===== config.mk =====
export PLATFORM = sky130hd
export DESIGN_NAME = rx_top
export DESIGN_NICKNAME = d
export VERILOG_FILES = /design/src/rtl/mesh_pkg.sv /design/src/rtl/rx_distributor.sv /design/src/rtl/rx_fifo.sv /design/src/rtl/rx_mmu.sv /design/src/rtl/rx_top.sv
export SDC_FILE = /design/constraint.sdc
export NUM_CORES = 1
export LEC_CHECK = 0
export BUFFER_PORTS_ARGS = -buffer_cell sky130_fd_sc_hd__buf_4
export CORE_AREA = 3 3 395 397
export DETAILED_ROUTE_END_ITERATION = 12
export DIE_AREA = 0 0 398 400
export HOLD_SLACK_MARGIN = 0.15
export PLACE_DENSITY = 0.66
export SYNTH_ARGS = -nofsm -noshare
export SYNTH_HDL_FRONTEND = slang
export SYNTH_SLANG_ARGS = --single-unit

===== constraint.sdc =====
create_clock -name clk -period 12.1 [get_ports clk]
set_input_delay 0.605 -clock clk [delete_from_list [all_inputs] [get_ports clk]]
set_output_delay 0.605 -clock clk [all_outputs]
set_load 0.01 [all_outputs]

===== src/rtl/mesh_pkg.sv =====
// ======================================================================
// Mesh receive definitions
// Packet layout, address field types and the constants of this link
// ======================================================================

`default_nettype none

package mesh_pkg;

  // Field widths
  localparam int ADDR_W       = 32;
  localparam int DATA_W       = 32;
  localparam int LINK_ID_W    = 12;
  localparam int PAGE_INDEX_W = 4;

  // Full destination or source address
  typedef logic [ADDR_W-1:0] mesh_addr_t;

  // Write data or read return data
  typedef logic [DATA_W-1:0] mesh_data_t;

  // Upper address field, names a link or mesh node
  typedef logic [LINK_ID_W-1:0] link_id_t;

  // Remap table index, destination bits 31 to 28
  typedef logic [PAGE_INDEX_W-1:0] page_index_t;

  // Mesh transaction, 103 bits
  // Write bit sits at the top, source address at the bottom
  typedef struct packed {
    logic       write;
    logic [1:0] datamode;
    logic [3:0] ctrlmode;
    mesh_addr_t dstaddr;
    mesh_data_t data;
    mesh_addr_t srcaddr;
  } mesh_packet_t;

  // Own ID of this link
  localparam link_id_t LINK_ID = 12'h800;

  // Destination bits 19 to 16 for a read response to this link
  localparam logic [3:0] READTAG_GROUP = 4'h3;

  // Number of remap table entries
  localparam int MAP_ENTRIES = 16;

  // Depth of each output queue
  localparam int FIFO_DEPTH = 4;

endpackage

`default_nettype wire


===== src/rtl/rx_distributor.sv =====
// ======================================================================
// Receive transaction distributor
// Sorts MMU and DMA packets into write, read and read-response streams
// ======================================================================

`timescale 1ns/10ps
`default_nettype none

module rx_distributor (
  input  logic                   clk,
  input  logic                   reset,
  input  logic                   mmu_valid,
  output logic                   mmu_ready,
  input  mesh_pkg::mesh_packet_t mmu_packet,
  input  logic                   dma_valid,
  output logic                   dma_ready,
  input  mesh_pkg::mesh_packet_t dma_packet,
  output logic                   wr_valid,
  input  logic                   wr_ready,
  output mesh_pkg::mesh_packet_t wr_packet,
  output logic                   rd_valid,
  input  logic                   rd_ready,
  output mesh_pkg::mesh_packet_t rd_packet,
  output logic                   rr_valid,
  input  logic                   rr_ready,
  output mesh_pkg::mesh_packet_t rr_packet
);

  // Classification of the MMU packet
  logic own_link;
  logic readtag_hit;
  logic is_rd;
  logic is_wr;
  logic is_rr;

  // Output registers able to take a new packet
  logic wr_can;
  logic rd_can;
  logic rr_can;

  // Transfers per destination
  logic mmu_fire;
  logic mmu_rd_fire;
  logic mmu_wr_fire;
  logic mmu_rr_fire;
  logic dma_fire;

  assign own_link    = (mmu_packet.dstaddr[31:20] == mesh_pkg::LINK_ID);
  assign readtag_hit = (mmu_packet.dstaddr[19:16] == mesh_pkg::READTAG_GROUP);

  // Read requests, pass-through writes, read responses
  // Other writes to this link fall through and are dropped
  assign is_rd = ~mmu_packet.write;
  assign is_wr = mmu_packet.write & ~own_link;
  assign is_rr = mmu_packet.write & own_link & readtag_hit;

  // Register is free or being emptied this cycle
  assign wr_can = ~wr_valid | wr_ready;
  assign rd_can = ~rd_valid | rd_ready;
  assign rr_can = ~rr_valid | rr_ready;

  // MMU side waits only on its own target
  always_comb
  begin
    if (is_rd)
      mmu_ready = rd_can;
    else if (is_wr)
      mmu_ready = wr_can;
    else if (is_rr)
      mmu_ready = rr_can;
    else
      mmu_ready = 1'b1;
  end

  // Pending mesh read takes the rd register first
  assign dma_ready = rd_can & ~(mmu_valid & is_rd);

  assign mmu_fire    = mmu_valid & mmu_ready;
  assign mmu_rd_fire = mmu_fire & is_rd;
  assign mmu_wr_fire = mmu_fire & is_wr;
  assign mmu_rr_fire = mmu_fire & is_rr;
  assign dma_fire    = dma_valid & dma_ready;

  // Valid flags, set on load, cleared on drain
  always_ff @(posedge clk or posedge reset)
  begin
    if (reset)
    begin
      wr_valid <= 1'b0;
      rd_valid <= 1'b0;
      rr_valid <= 1'b0;
    end
    else
    begin
      if (wr_can)
        wr_valid <= mmu_wr_fire;
      if (rd_can)
        rd_valid <= mmu_rd_fire | dma_fire;
      if (rr_can)
        rr_valid <= mmu_rr_fire;
    end
  end

  // Payload registers
  always_ff @(posedge clk)
  begin
    if (mmu_wr_fire)
      wr_packet <= mmu_packet;
    if (mmu_rr_fire)
      rr_packet <= mmu_packet;
    // Mesh read wins, DMA otherwise
    if (mmu_rd_fire)
      rd_packet <= mmu_packet;
    else if (dma_fire)
      rd_packet <= dma_packet;
  end

endmodule

`default_nettype wire


===== src/rtl/rx_fifo.sv =====
// ======================================================================
// Receive stream queue
// Circular buffer with valid/ready on both sides
// ======================================================================

`timescale 1ns/10ps
`default_nettype none

module rx_fifo #(
  parameter int DEPTH = 4
) (
  input  logic                   clk,
  input  logic                   reset,
  input  logic                   in_valid,
  output logic                   in_ready,
  input  mesh_pkg::mesh_packet_t in_packet,
  output logic                   out_valid,
  input  logic                   out_ready,
  output mesh_pkg::mesh_packet_t out_packet
);

  localparam int PTR_W = (DEPTH > 1) ? $clog2(DEPTH) : 1;
  localparam int CNT_W = $clog2(DEPTH + 1);

  // Storage
  mesh_pkg::mesh_packet_t mem [DEPTH];

  logic [PTR_W-1:0] wr_ptr;
  logic [PTR_W-1:0] rd_ptr;
  logic [CNT_W-1:0] count;

  logic full;
  logic push;
  logic pop;

  assign full = (count == CNT_W'(DEPTH));

  // Full queue still takes a write alongside a read
  assign in_ready  = ~full | out_ready;
  assign out_valid = (count != '0);
  assign out_packet = mem[rd_ptr];

  assign push = in_valid & in_ready;
  assign pop  = out_valid & out_ready;

  // Pointers and occupancy
  always_ff @(posedge clk or posedge reset)
  begin
    if (reset)
    begin
      wr_ptr <= '0;
      rd_ptr <= '0;
      count  <= '0;
    end
    else
    begin
      if (push)
        wr_ptr <= (wr_ptr == PTR_W'(DEPTH - 1)) ? '0 : wr_ptr + 1'b1;
      if (pop)
        rd_ptr <= (rd_ptr == PTR_W'(DEPTH - 1)) ? '0 : rd_ptr + 1'b1;
      // Simultaneous push and pop leave count alone
      if (push & ~pop)
        count <= count + 1'b1;
      else if (pop & ~push)
        count <= count - 1'b1;
    end
  end

  // Entry write
  always_ff @(posedge clk)
  begin
    if (push)
      mem[wr_ptr] <= in_packet;
  end

endmodule

`default_nettype wire


===== src/rtl/rx_mmu.sv =====
// ======================================================================
// Receive address translation
// 16-entry page remap of destination bits 31 to 20, one register stage
// ======================================================================

`timescale 1ns/10ps
`default_nettype none

module rx_mmu (
  input  logic                   clk,
  input  logic                   reset,
  input  logic                   mmu_en,
  input  logic                   map_we,
  input  mesh_pkg::page_index_t  map_index,
  input  mesh_pkg::link_id_t     map_page,
  input  logic                   in_valid,
  output logic                   in_ready,
  input  mesh_pkg::mesh_packet_t in_packet,
  output logic                   out_valid,
  input  logic                   out_ready,
  output mesh_pkg::mesh_packet_t out_packet
);

  // Remap table, one link ID per page
  mesh_pkg::link_id_t map_table [mesh_pkg::MAP_ENTRIES];

  // Translated version of the incoming packet
  mesh_pkg::mesh_packet_t xlat_packet;
  mesh_pkg::page_index_t  page;

  logic in_fire;

  // Table write port
  // Reset loads the identity mapping
  always_ff @(posedge clk or posedge reset)
  begin
    if (reset)
    begin
      for (int i = 0; i < mesh_pkg::MAP_ENTRIES; i++)
      begin
        map_table[i] <= {mesh_pkg::page_index_t'(i), 8'h00};
      end
    end
    else if (map_we)
    begin
      map_table[map_index] <= map_page;
    end
  end

  // Page taken from the top nibble of the destination
  assign page = in_packet.dstaddr[31:28];

  // Swap in the mapped link field when enabled
  always_comb
  begin
    xlat_packet = in_packet;
    if (mmu_en)
    begin
      xlat_packet.dstaddr[31:20] = map_table[page];
    end
  end

  // Accept when stage empty or draining this cycle
  assign in_ready = ~out_valid | out_ready;
  assign in_fire  = in_valid & in_ready;

  // Output stage valid
  always_ff @(posedge clk or posedge reset)
  begin
    if (reset)
    begin
      out_valid <= 1'b0;
    end
    else if (in_ready)
    begin
      out_valid <= in_valid;
    end
  end

  // Payload register, loaded only on a transfer
  always_ff @(posedge clk)
  begin
    if (in_fire)
    begin
      out_packet <= xlat_packet;
    end
  end

endmodule

`default_nettype wire


===== src/rtl/rx_top.sv =====
// ======================================================================
// Mesh receive distributor top level
// Translation, sorting by type and three output queues
// ======================================================================

`timescale 1ns/10ps
`default_nettype none

module rx_top (
  input  logic                   clk,
  input  logic                   reset,
  input  logic                   mmu_en,
  input  logic                   map_we,
  input  mesh_pkg::page_index_t  map_index,
  input  mesh_pkg::link_id_t     map_page,
  input  logic                   mesh_in_valid,
  output logic                   mesh_in_ready,
  input  mesh_pkg::mesh_packet_t mesh_in_packet,
  input  logic                   dma_in_valid,
  output logic                   dma_in_ready,
  input  mesh_pkg::mesh_packet_t dma_in_packet,
  output logic                   wr_out_valid,
  input  logic                   wr_out_ready,
  output mesh_pkg::mesh_packet_t wr_out_packet,
  output logic                   rd_out_valid,
  input  logic                   rd_out_ready,
  output mesh_pkg::mesh_packet_t rd_out_packet,
  output logic                   rr_out_valid,
  input  logic                   rr_out_ready,
  output mesh_pkg::mesh_packet_t rr_out_packet
);

  // MMU to distributor
  logic                   mmu_valid;
  logic                   mmu_ready;
  mesh_pkg::mesh_packet_t mmu_packet;

  // Distributor to queues
  logic                   wr_valid;
  logic                   wr_ready;
  mesh_pkg::mesh_packet_t wr_packet;
  logic                   rd_valid;
  logic                   rd_ready;
  mesh_pkg::mesh_packet_t rd_packet;
  logic                   rr_valid;
  logic                   rr_ready;
  mesh_pkg::mesh_packet_t rr_packet;

  // Address translation stage
  rx_mmu i_rx_mmu (
    .clk        (clk),
    .reset      (reset),
    .mmu_en     (mmu_en),
    .map_we     (map_we),
    .map_index  (map_index),
    .map_page   (map_page),
    .in_valid   (mesh_in_valid),
    .in_ready   (mesh_in_ready),
    .in_packet  (mesh_in_packet),
    .out_valid  (mmu_valid),
    .out_ready  (mmu_ready),
    .out_packet (mmu_packet)
  );

  // Sorting by transaction type, DMA reads merged in
  rx_distributor i_rx_distributor (
    .clk        (clk),
    .reset      (reset),
    .mmu_valid  (mmu_valid),
    .mmu_ready  (mmu_ready),
    .mmu_packet (mmu_packet),
    .dma_valid  (dma_in_valid),
    .dma_ready  (dma_in_ready),
    .dma_packet (dma_in_packet),
    .wr_valid   (wr_valid),
    .wr_ready   (wr_ready),
    .wr_packet  (wr_packet),
    .rd_valid   (rd_valid),
    .rd_ready   (rd_ready),
    .rd_packet  (rd_packet),
    .rr_valid   (rr_valid),
    .rr_ready   (rr_ready),
    .rr_packet  (rr_packet)
  );

  // Remote write queue
  rx_fifo #(.DEPTH(mesh_pkg::FIFO_DEPTH)) i_wr_fifo (
    .clk        (clk),
    .reset      (reset),
    .in_valid   (wr_valid),
    .in_ready   (wr_ready),
    .in_packet  (wr_packet),
    .out_valid  (wr_out_valid),
    .out_ready  (wr_out_ready),
    .out_packet (wr_out_packet)
  );

  // Read request queue
  rx_fifo #(.DEPTH(mesh_pkg::FIFO_DEPTH)) i_rd_fifo (
    .clk        (clk),
    .reset      (reset),
    .in_valid   (rd_valid),
    .in_ready   (rd_ready),
    .in_packet  (rd_packet),
    .out_valid  (rd_out_valid),
    .out_ready  (rd_out_ready),
    .out_packet (rd_out_packet)
  );

  // Read response queue
  rx_fifo #(.DEPTH(mesh_pkg::FIFO_DEPTH)) i_rr_fifo (
    .clk        (clk),
    .reset      (reset),
    .in_valid   (rr_valid),
    .in_ready   (rr_ready),
    .in_packet  (rr_packet),
    .out_valid  (rr_out_valid),
    .out_ready  (rr_out_ready),
    .out_packet (rr_out_packet)
  );

endmodule

`default_nettype wire


==> results of run 1 <==
-- through the flow --
| stage | power, mW | hold slack (ns) | setup WS, ns | area, um2 | instances |
|---|---|---|---|---|---|
| after CTS | 18.8 | 0.169 | 7.74 | 83000 | 5889 |
| final | 18.5 | 0.233 | 7.94 | 83000 | 5894 |
| after detailed placement | 13.3 | 0.454 | 8.22 | 75100 | 5356 |
| after floorplan | 11.0 | 0.439 | 2.81 | 68700 | 2873 |
| after global routing | 19.3 | 0.195 | 7.62 | 83000 | 5891 |
| after global placement | 13.2 | 0.450 | 8.24 | 75100 | 5356 |
-- power groups by stage --
stage               Clock [mW]  Combinational [mW]  Sequential [mW]
global route              5.83                4.83             8.64
global placement             0                4.57             8.64
finish                    5.46                4.55             8.54
CTS                       5.57                4.65             8.56
detailed placement           0                4.58             8.69
floorplan                    0                2.60             8.38
-- logic make-up after synthesis --
| group | Yosys count | share of synthesized area, % |
|---|---|---|
| AOI/OAI and AO/OA | 42 | 0.413 |
| adders and majority gates | 21 | 0.415 |
| muxes | 677 | 17.1 |
| DFF | 1865 | 80.0 |
| and+or+nand+nor | 109 | 0.890 |
| buffers and inverters | 150 | 1.06 |
| xor gates and xnor gates | 9 | 0.115 |
-- final cells by class --
type	instances	area, um2	area share [%]
Inverter	19	78.8	0.0950
Timing Repair Buffer	793	6490	7.82
Multi-Input combinational cell	858	13100	15.8
Sequential cell	1865	55000	66.2
Tap cell	2030	2540	3.06
Antenna cell	5	12.5	0.0151
Clock inverter	83	898	1.08
Clock buffer	241	4890	5.89
-- cells in the mapped netlist, drive strengths merged (5+ instances only) --
library cell  instances  area, um2
xor2                  6       52.6
nor3                  6       41.3
dfrtp               185       4630
edfxtp             1648      49500
nand2                24       90.1
o21ai                12       60.1
dfstp                32        841
nand2b                9       56.3
a21o                  5       37.5
and2                 14       90.1
nor2                 21       78.8
nand3                 5       25.0
nor2b                 7       43.8
clkbuf               44        166
mux2                301       3610
buf                  87        493
mux4                351       7910
ha                   18        225
or3                   6       37.5
a221oi                5       43.8
mux2i                25        250
inv                  18       67.6
-- worst min path at each step --
stage                                      to  slack, ns  cells past startpoint
2_1_floorplan   i_rx_distributor.rr_packet[0]       0.44                      0
3_3_place_gp   i_rx_distributor.rr_packet[10]       0.45                      0
3_5_place_dp   i_rx_distributor.wr_packet[37]       0.45                      0
4_1_cts        i_rx_distributor.rd_packet[94]       0.17                      2
5_1_grt        i_rx_distributor.rd_packet[94]       0.20                      2
6_report       i_rx_distributor.rd_packet[94]       0.23                      2
-- critical path: cells and delay by family (launching register included) --
| family | cells | cell delay (ns) |
|---|---|---|
| buf+inv | 2 | 1.00 |
| mux | 1 | 0.75 |
| flops | 1 | 0.96 |
-- registers in the layout (all words and copies together), names as in the netlist, 2 cells and up --
signal,flops
i_rx_mmu.out_packet,103
i_wr_fifo.mem,412
i_rd_fifo.wr_ptr,2
i_rx_mmu.map_table,192
i_rd_fifo.rd_ptr,2
i_rr_fifo.mem,412
i_rr_fifo.rd_ptr,2
i_rx_distributor.rd_packet,103
i_wr_fifo.wr_ptr,2
i_rx_distributor.wr_packet,103
i_rd_fifo.mem,412
i_rr_fifo.wr_ptr,2
i_rr_fifo.count,3
i_rd_fifo.count,3
i_wr_fifo.rd_ptr,2
i_rx_distributor.rr_packet,103
i_wr_fifo.count,3
-- cells in the final DEF (no fill, tap or decap), types with 17 or more instances in the layout --
cell type / n
mux4_2: 351
nand2_1: 24
dfrtp_1: 179
clkbuf_1: 51
mux2_2: 243
mux2_4: 58
inv_1: 17
mux2i_1: 25
clkbuf_16: 185
clkinv_2: 20
ha_1: 18
dlygate4sd3_1: 209
edfxtp_1: 1648
buf_4: 583
dfstp_2: 32
clkinv_1: 32
-- layer usage --
metal / GRT usage (%) / up-vias / wire (um)
met3: 6.53 / 242 / 14700
met2: 32.8 / 1128 / 79800
met5: 0 / - / 84
met1: 27.5 / 17100 / 65800
li1: - / 13600 / -
met4: 6.54 / 14 / 4660
-- what timing repair did --
action	in CTS	in global routing
endpoints found under the hold margin	450	0
hold buffers	209	0
endpoints found under the setup margin	0	0
==> metrics.md, run 1 <==
| Metric | Value |
|---|---|
| Cell Chain, Critical Path | buf_4 -> mux4_2 -> buf_4 |
| Clock Path Buffers | 3 |
| Sequential fraction of the synthesis area | 80.0% |
| Tmin final | 4.16 ns |
| Worst R2R Setup Slack | between 8 and 9 ns |
| Post-CTS setup buffers | 0 |
| Die Ht | 400 um |
| Clk network pwr share | 29.4% |
| Critical path origin | i_rr_fifo.rd_ptr[0] |
| Post-Syn Instances | around 2.9k |
| H-tree Lvls | 4 |
| Hold Crit Start | dma_in_packet[94] |
| Slowest CP cell | dfrtp_4 |
| Hpwl dp | just over 100,000 um |
| CTS root buffer | clkbuf_16 |
| Fin. Hold Viols | 0 |
| First-pass GRT wire length | 235,000 um |
| Status | complete, no violations |
| Setup tns final | 0 ns |
| Hold Crit Class | in2reg |
| Measured slew at the worst slew-check pin | ~1.2 ns |
| Reg-to-reg endpoint | i_rx_distributor.rr_packet[78] |
| Vias | 32.0k |
| Largest net degree at the start of global routing | between 100 and 150 |
| Syn nets | 3,125 |
| Worst-path clk slew | 0.06 ns |
| Skew final | 0.0407 ns |
| # resized after CTS | 0 |
| GR Overflow Total | 0 |
| Setup violators final | 0 |
| Final worst path period share | about 34% |
| WL final | 165,000 um |
| Mean Syn Cell Area | 23.9 um2 |
| I/O Pins | 545 |
| Final ANT Viol Nets | 0 |
| DIE AREA | roughly 160,000 um2 |
| Combinational power share | 24.5% |
| Critical Path Max Stage Delay | 0.96 ns |
| Port bufs | 544 |
| CP Max Fanout | 37 |
| Worst r2r src | i_rx_mmu.out_packet[84] |
| Initial core utilization | between 40% and 50% |
| Top FF cell, synth | edfxtp_1 |
| Max Cap Violations | 0 |
| CTS Buf Count | 183 |
| Synth Cell Area | 68,700 um2 |
| Total power divided by cell area | 223 nW/um2 |
| Vias per inst | about 5.4 |
| Layout cells sized above 1 | 40.1% |
| Layout fillers | 11.4k |
| Initial drt markers | 2,426 |
| Area Overhead vs Synth | 20.8% |
| Kind of critical path | reg2out |
| Slew headroom | 18.4% |
| F_max | 240 MHz |
| Cell variety after synth | 49 |
| Psw | ~5.3 mW |
| Reg2Reg Depth | 5 |
| CTS tree | done |
| Routed wire per std cell | 28.0 um |
| Peak supply drop | between 0.0001 and 0.00015 V |
| Nets@finish | a little under 4k |
| RePlAce Congestion | 0.771 |
| Row Count | 143 |
| Clock Latency Late Sink | 0.80 ns |
| Sequential power share | 46.0% |
| CTS sink cnt | 1,865 |
| FFs w/ async S/R, synth | 11.6% |
| Critical path launch point type | flip-flop |
| Die X | 398 um |
| Flops & latches, synth | 1,865 |
| Crit path capture type | output port |
| Core area | 152,000 um2 |
| Static Leak | 28.6 nW |
| Worst path most repeated cell | buf_4 |
| DR DRC count | 0 |
| Tot GR Track Use | 20.7% |
| Critical Path Sink | rr_out_packet[91] |
| Max Slew Vio Count | 0 |
| Initial antenna violation count | 17 |
| Int Power | around 13 mW |
| Post-Route Utilization | between 50% and 60% |
| CP arrival | between 3 and 4 ns |
| Synthesis warning total | 0 |
| Number of global-route vias before repair | between 30k and 40k |
| Number of detailed-routing iterations run before antenna repair | 5 |
| Switching Fraction | 28.4% |
| Critical Path RT | 11.49 ns |
| RSZ-0062 raised after global routing | false |
| Number of synthesized flops with an enable pin | 1,648 |
Power figures use the tool's default switching activity.
==> run 2: changes to the inputs <==
--- a/config.mk
+++ b/config.mk
@@ -5,12 +5,13 @@
 export SDC_FILE = /design/constraint.sdc
 export NUM_CORES = 1
 export LEC_CHECK = 0
+export ABC_AREA = 1
 export BUFFER_PORTS_ARGS = -buffer_cell sky130_fd_sc_hd__buf_4
-export CORE_AREA = 3 3 395 397
+export CORE_AREA = 3 3 397 399
 export DETAILED_ROUTE_END_ITERATION = 12
-export DIE_AREA = 0 0 398 400
+export DIE_AREA = 0 0 400 402
 export HOLD_SLACK_MARGIN = 0.15
-export PLACE_DENSITY = 0.66
+export PLACE_DENSITY = 0.65
 export SYNTH_ARGS = -nofsm -noshare
 export SYNTH_HDL_FRONTEND = slang
 export SYNTH_SLANG_ARGS = --single-unit
==> constraint.sdc (replaced) <==
create_clock -name clk -period 4.26 [get_ports clk]
set_input_delay 0.213 -clock clk [delete_from_list [all_inputs] [get_ports clk]]
set_output_delay 0.213 -clock clk [all_outputs]
set_load 0.01 [all_outputs]
==> metrics.md, run 2 <==
| Metric | Value |
|---|---|
| H-tree Lvls | 4 (unchanged) |
| Slew headroom | 24.7% (+6.3 points) |
| Skew final | 0.0805 ns (+0.0398 ns) |
| Post-CTS setup buffers | 0 (unchanged) |
| Vias per inst | 5.52 (+1.7%) |
| Layout fillers | 12.2k (+7.1%) |
| Yosys top cell area share | 71.3% (-0.70 points) |
| GR Overflow Total | 0 (unchanged) |
| Synth area leader | edfxtp_1 |
| Mean Syn Cell Area | 14.4 um2 (-40%) |
| I/O Pins | 545 (unchanged) |
| CP Max Fanout | 89 (+140%) |
| CTS Buf Count | 186 (+1.6%) |
| Number of synthesized flops with an enable pin | 1,648 (unchanged) |
| Peak supply drop | 0.000727 V (+390%) |
| Core area | 154,000 um2 (+1.3%) |
| Final ANT Viol Nets | 0 (unchanged) |
| Die Ht | 402 um (+0.50%) |
| Routed wire per std cell | 24.5 um (-13%) |
| Synth Cell Area | 69,400 um2 (+0.99%) |
| DR DRC count | 0 (unchanged) |
| Worst-path clk slew | 0.06 ns (about the same) |
| RSZ-0062 raised after global routing | false |
| Cell variety after synth | 32 (-35%) |
| Post-Route Utilization | 55.5% (+1.0 points) |
| CTS sink cnt | 1,865 (unchanged) |
| Post-Synth Simple-Gate Area | 6.86% (+6.0 points) |
| Kind of critical path | reg2out |
| # resized after CTS | 0 (unchanged) |
| Tmin final | 3.65 ns |
| Synthesis warning total | 0 (unchanged) |
| Initial drt markers | 4,192 (+73%) |
| Top cells by count, synth | edfxtp_1 (1,648), nor2_1 (781), o21ai_0 (763) |
| Largest regs | i_rd_fifo.mem: 412 flops, i_rr_fifo.mem: 412 flops, i_wr_fifo.mem: 412 flops |
| Cell with the most instances after synthesis | edfxtp_1 |
| Post-Syn Instances | 4,834 (+68%) |
| Port bufs | 544 (unchanged) |
| Number of detailed-routing iterations run before antenna repair | 6 (+1) |
| F_max | 274 MHz |
| Post-Synth XOR/XNOR Area | 0.0757% (-0.039 points) |
| Critical Path RT | 4.05 ns (-7.44 ns) |
| Setup violators final | 0 (unchanged) |
| DP Worst Slack | 1.52 ns (-6.70 ns) |
| Worst path most repeated cell | buf_4 |
| Number of global-route vias before repair | 41.8k (+26%) |
| PnR Total Power | 56.9 mW (+210%) |
| Static Leak | 30.2 nW (+5.4%) |
| Syn nets | 5,086 (+63%) |
| Area Overhead vs Synth | 23.4% |
| CTS tree | done |
| Total power divided by cell area | 664 nW/um2 (+200%) |
| Max Slew Vio Count | 0 (unchanged) |
| WL final | 194,000 um (+17%) |
| Layout cells sized above 1 | 18.0% (-22 points) |
| Max Cap Violations | 0 (unchanged) |
| Slowest CP cell | dfrtp_4 |
| Cell Chain, Critical Path | inv_6 -> buf_4 -> o21ai_0 -> o22ai_1 -> buf_4 |
| Cell Area, Placed | 75,800 um2 (+0.93%) |
| Row Count | 144 (+0.70%) |
| Critical path launch point type | flip-flop |
| Placed instance count | 7,189 (+34%) |
| Clock Latency Late Sink | 0.84 ns (+0.04 ns) |
| FFs w/ async S/R, synth | 11.6% (unchanged) |
| Area share of fa/ha/maj cells after synthesis | 0.411% (-0.0041 points) |
| Post-Layout Cell Count | 7,902 (+34%) |
| Commonest non-fill, non-tap cell in the layout | edfxtp_1 |
| Clock Path Buffers | 3 (unchanged) |
| Largest net degree at the start of global routing | 209 (+99%) |
| Setup tns final | 0 ns (unchanged) |
| CTS root buffer | clkbuf_16 |
| Crit path capture type | output port |
| Critical Path Max Stage Delay | 0.72 ns (-0.24 ns) |
| First-pass GRT wire length | 281,000 um (+19%) |
| Largest family of logic cells by synthesized area | compound AO/OA/AOI/OAI gates |
| Tot GR Track Use | 23.7% (+3.0 points) |
| Vias | 43.6k (+36%) |
| Hold Crit Class | in2reg |
| Initial core utilization | 45.0% (-0.14 points) |
| Post-synthesis mux area share | 1.54% (-16 points) |
| Status | complete, no violations |
| CP arrival | 3.44 ns (-0.11 ns) |
| RePlAce Congestion | 0.800 (+3.8%) |
| Hold_buf cts | 356 (+70%) |
| Hpwl dp | 115,000 um (+11%) |
| Measured slew at the worst slew-check pin | 1.13 ns (-0.0960 ns) |
| Final worst path period share | 85.7% |
| Final WS setup | 0.611 ns (-7.33 ns) |
| Initial antenna violation count | 12 (-5) |
| Minimum hold slack | 0.201 ns (-0.0325 ns) |
| Fin. Hold Viols | 0 (unchanged) |
| Die X | 400 um (+0.50%) |
| DIE AREA | 161,000 um2 (+1.0%) |
| Sequential fraction of the synthesis area | 79.2% (-0.78 points) |
| Top cells by area, synth | edfxtp_1 (71%), dfrtp_1 (6.7%), o21ai_0 (5.5%) |
| Final non-filler cell area | 85,600 um2 (+3.2%) |
| Top FF cell, synth | edfxtp_1 |
| Most frequent cells in the layout | edfxtp_1 (1,648), nor2_1 (768), o21ai_0 (763), buf_4 (580), dlygate4sd3_1 (356) |
| Nets@finish | 5,941 (+50%) |
| Compound-cell area share of the yosys netlist | 9.51% (+9.1 points) |
| Flops & latches, synth | 1,865 (unchanged) |
run 2: changes by cell type after synthesis, moves of 115 or more:
| cell | delta |
|---|---|
| o21ai_0 | +751 |
| a21oi_1 | +115 |
| o22ai_1 | +311 |
| mux4_2 | -351 |
| nand2_1 | +277 |
| clkbuf_1 | +169 |
| mux2_2 | -148 |
| nor2_1 | +760 |
run 2: routing by layer:
layer	part of all wire [%]	routed length [um]	vias up	track usage [%]
met2	47	91800	1857	37.6
met5	0.0067	13	-	0
met3	8.1	15700	319	4.54
li1	-	-	19500	-
met4	3.8	7300	2	8.57
met1	41	78800	21900	32.7
run 2: path summary, 6_finish.rpt:
kind	cells after the start	slack [ns]	end	start
min in group asynchronous	4	0.56	i_rx_mmu.map_table[91]	reset
max in group asynchronous	5	2.72	i_rx_mmu.map_table[13]	reset
setup reg to reg	5	1.44	i_rd_fifo.rd_ptr[0]	i_rd_fifo.rd_ptr[0]
setup / recovery	5	0.61	rd_out_packet[50]	i_rd_fifo.rd_ptr[0]
hold reg to reg	0	0.47	i_rr_fifo.mem[3][37]	i_rx_distributor.rr_packet[37]
hold / removal	2	0.20	i_rx_mmu.out_packet[14]	mesh_in_packet[14]
run 2: cells by family (layout without fill, tap and decap cells):
| logic type | after synthesis | count (layout) |
|---|---|---|
| buffers and inverters | 402 | 1419 |
| muxes | 95 | 95 |
| adders and majority gates | 21 | 21 |
| AOI/OAI and AO/OA | 1230 | 1230 |
| xor gates and xnor gates | 6 | 6 |
| DFF | 1865 | 1865 |
| other | 0 | 7 |
| and+or+nand+nor | 1215 | 1215 |
run 2: area by class of cell:
type | instances | area [um2] | area share, %
well taps | 2044 | 2560 | 2.99
flip-flops and latches | 1865 | 55000 | 64.2
diodes | 7 | 17.5 | 0.0205
clock buffers | 233 | 4890 | 5.71
repair buffers | 965 | 8500 | 9.93
inverters | 104 | 427 | 0.498
clock inverters | 117 | 1350 | 1.57
multi-input cells | 2567 | 12900 | 15.1
run 2: power by group:
| group | internal, mW | switching, mW | leakage, nW |
|---|---|---|---|
| sequential | 22.6 | 1.07 | 17.7 |
| combinational | 5.77 | 11.0 | 9.47 |
| clock | 9.45 | 7.07 | 3.01 |
run 2: worst max-delay path, delay by kind of cell (launching register included):
kind | cells | cell delay (ns)
buffers and inverters | 3 | 1.39
flip-flops | 1 | 0.72
AO/OA/AOI/OAI | 2 | 0.40
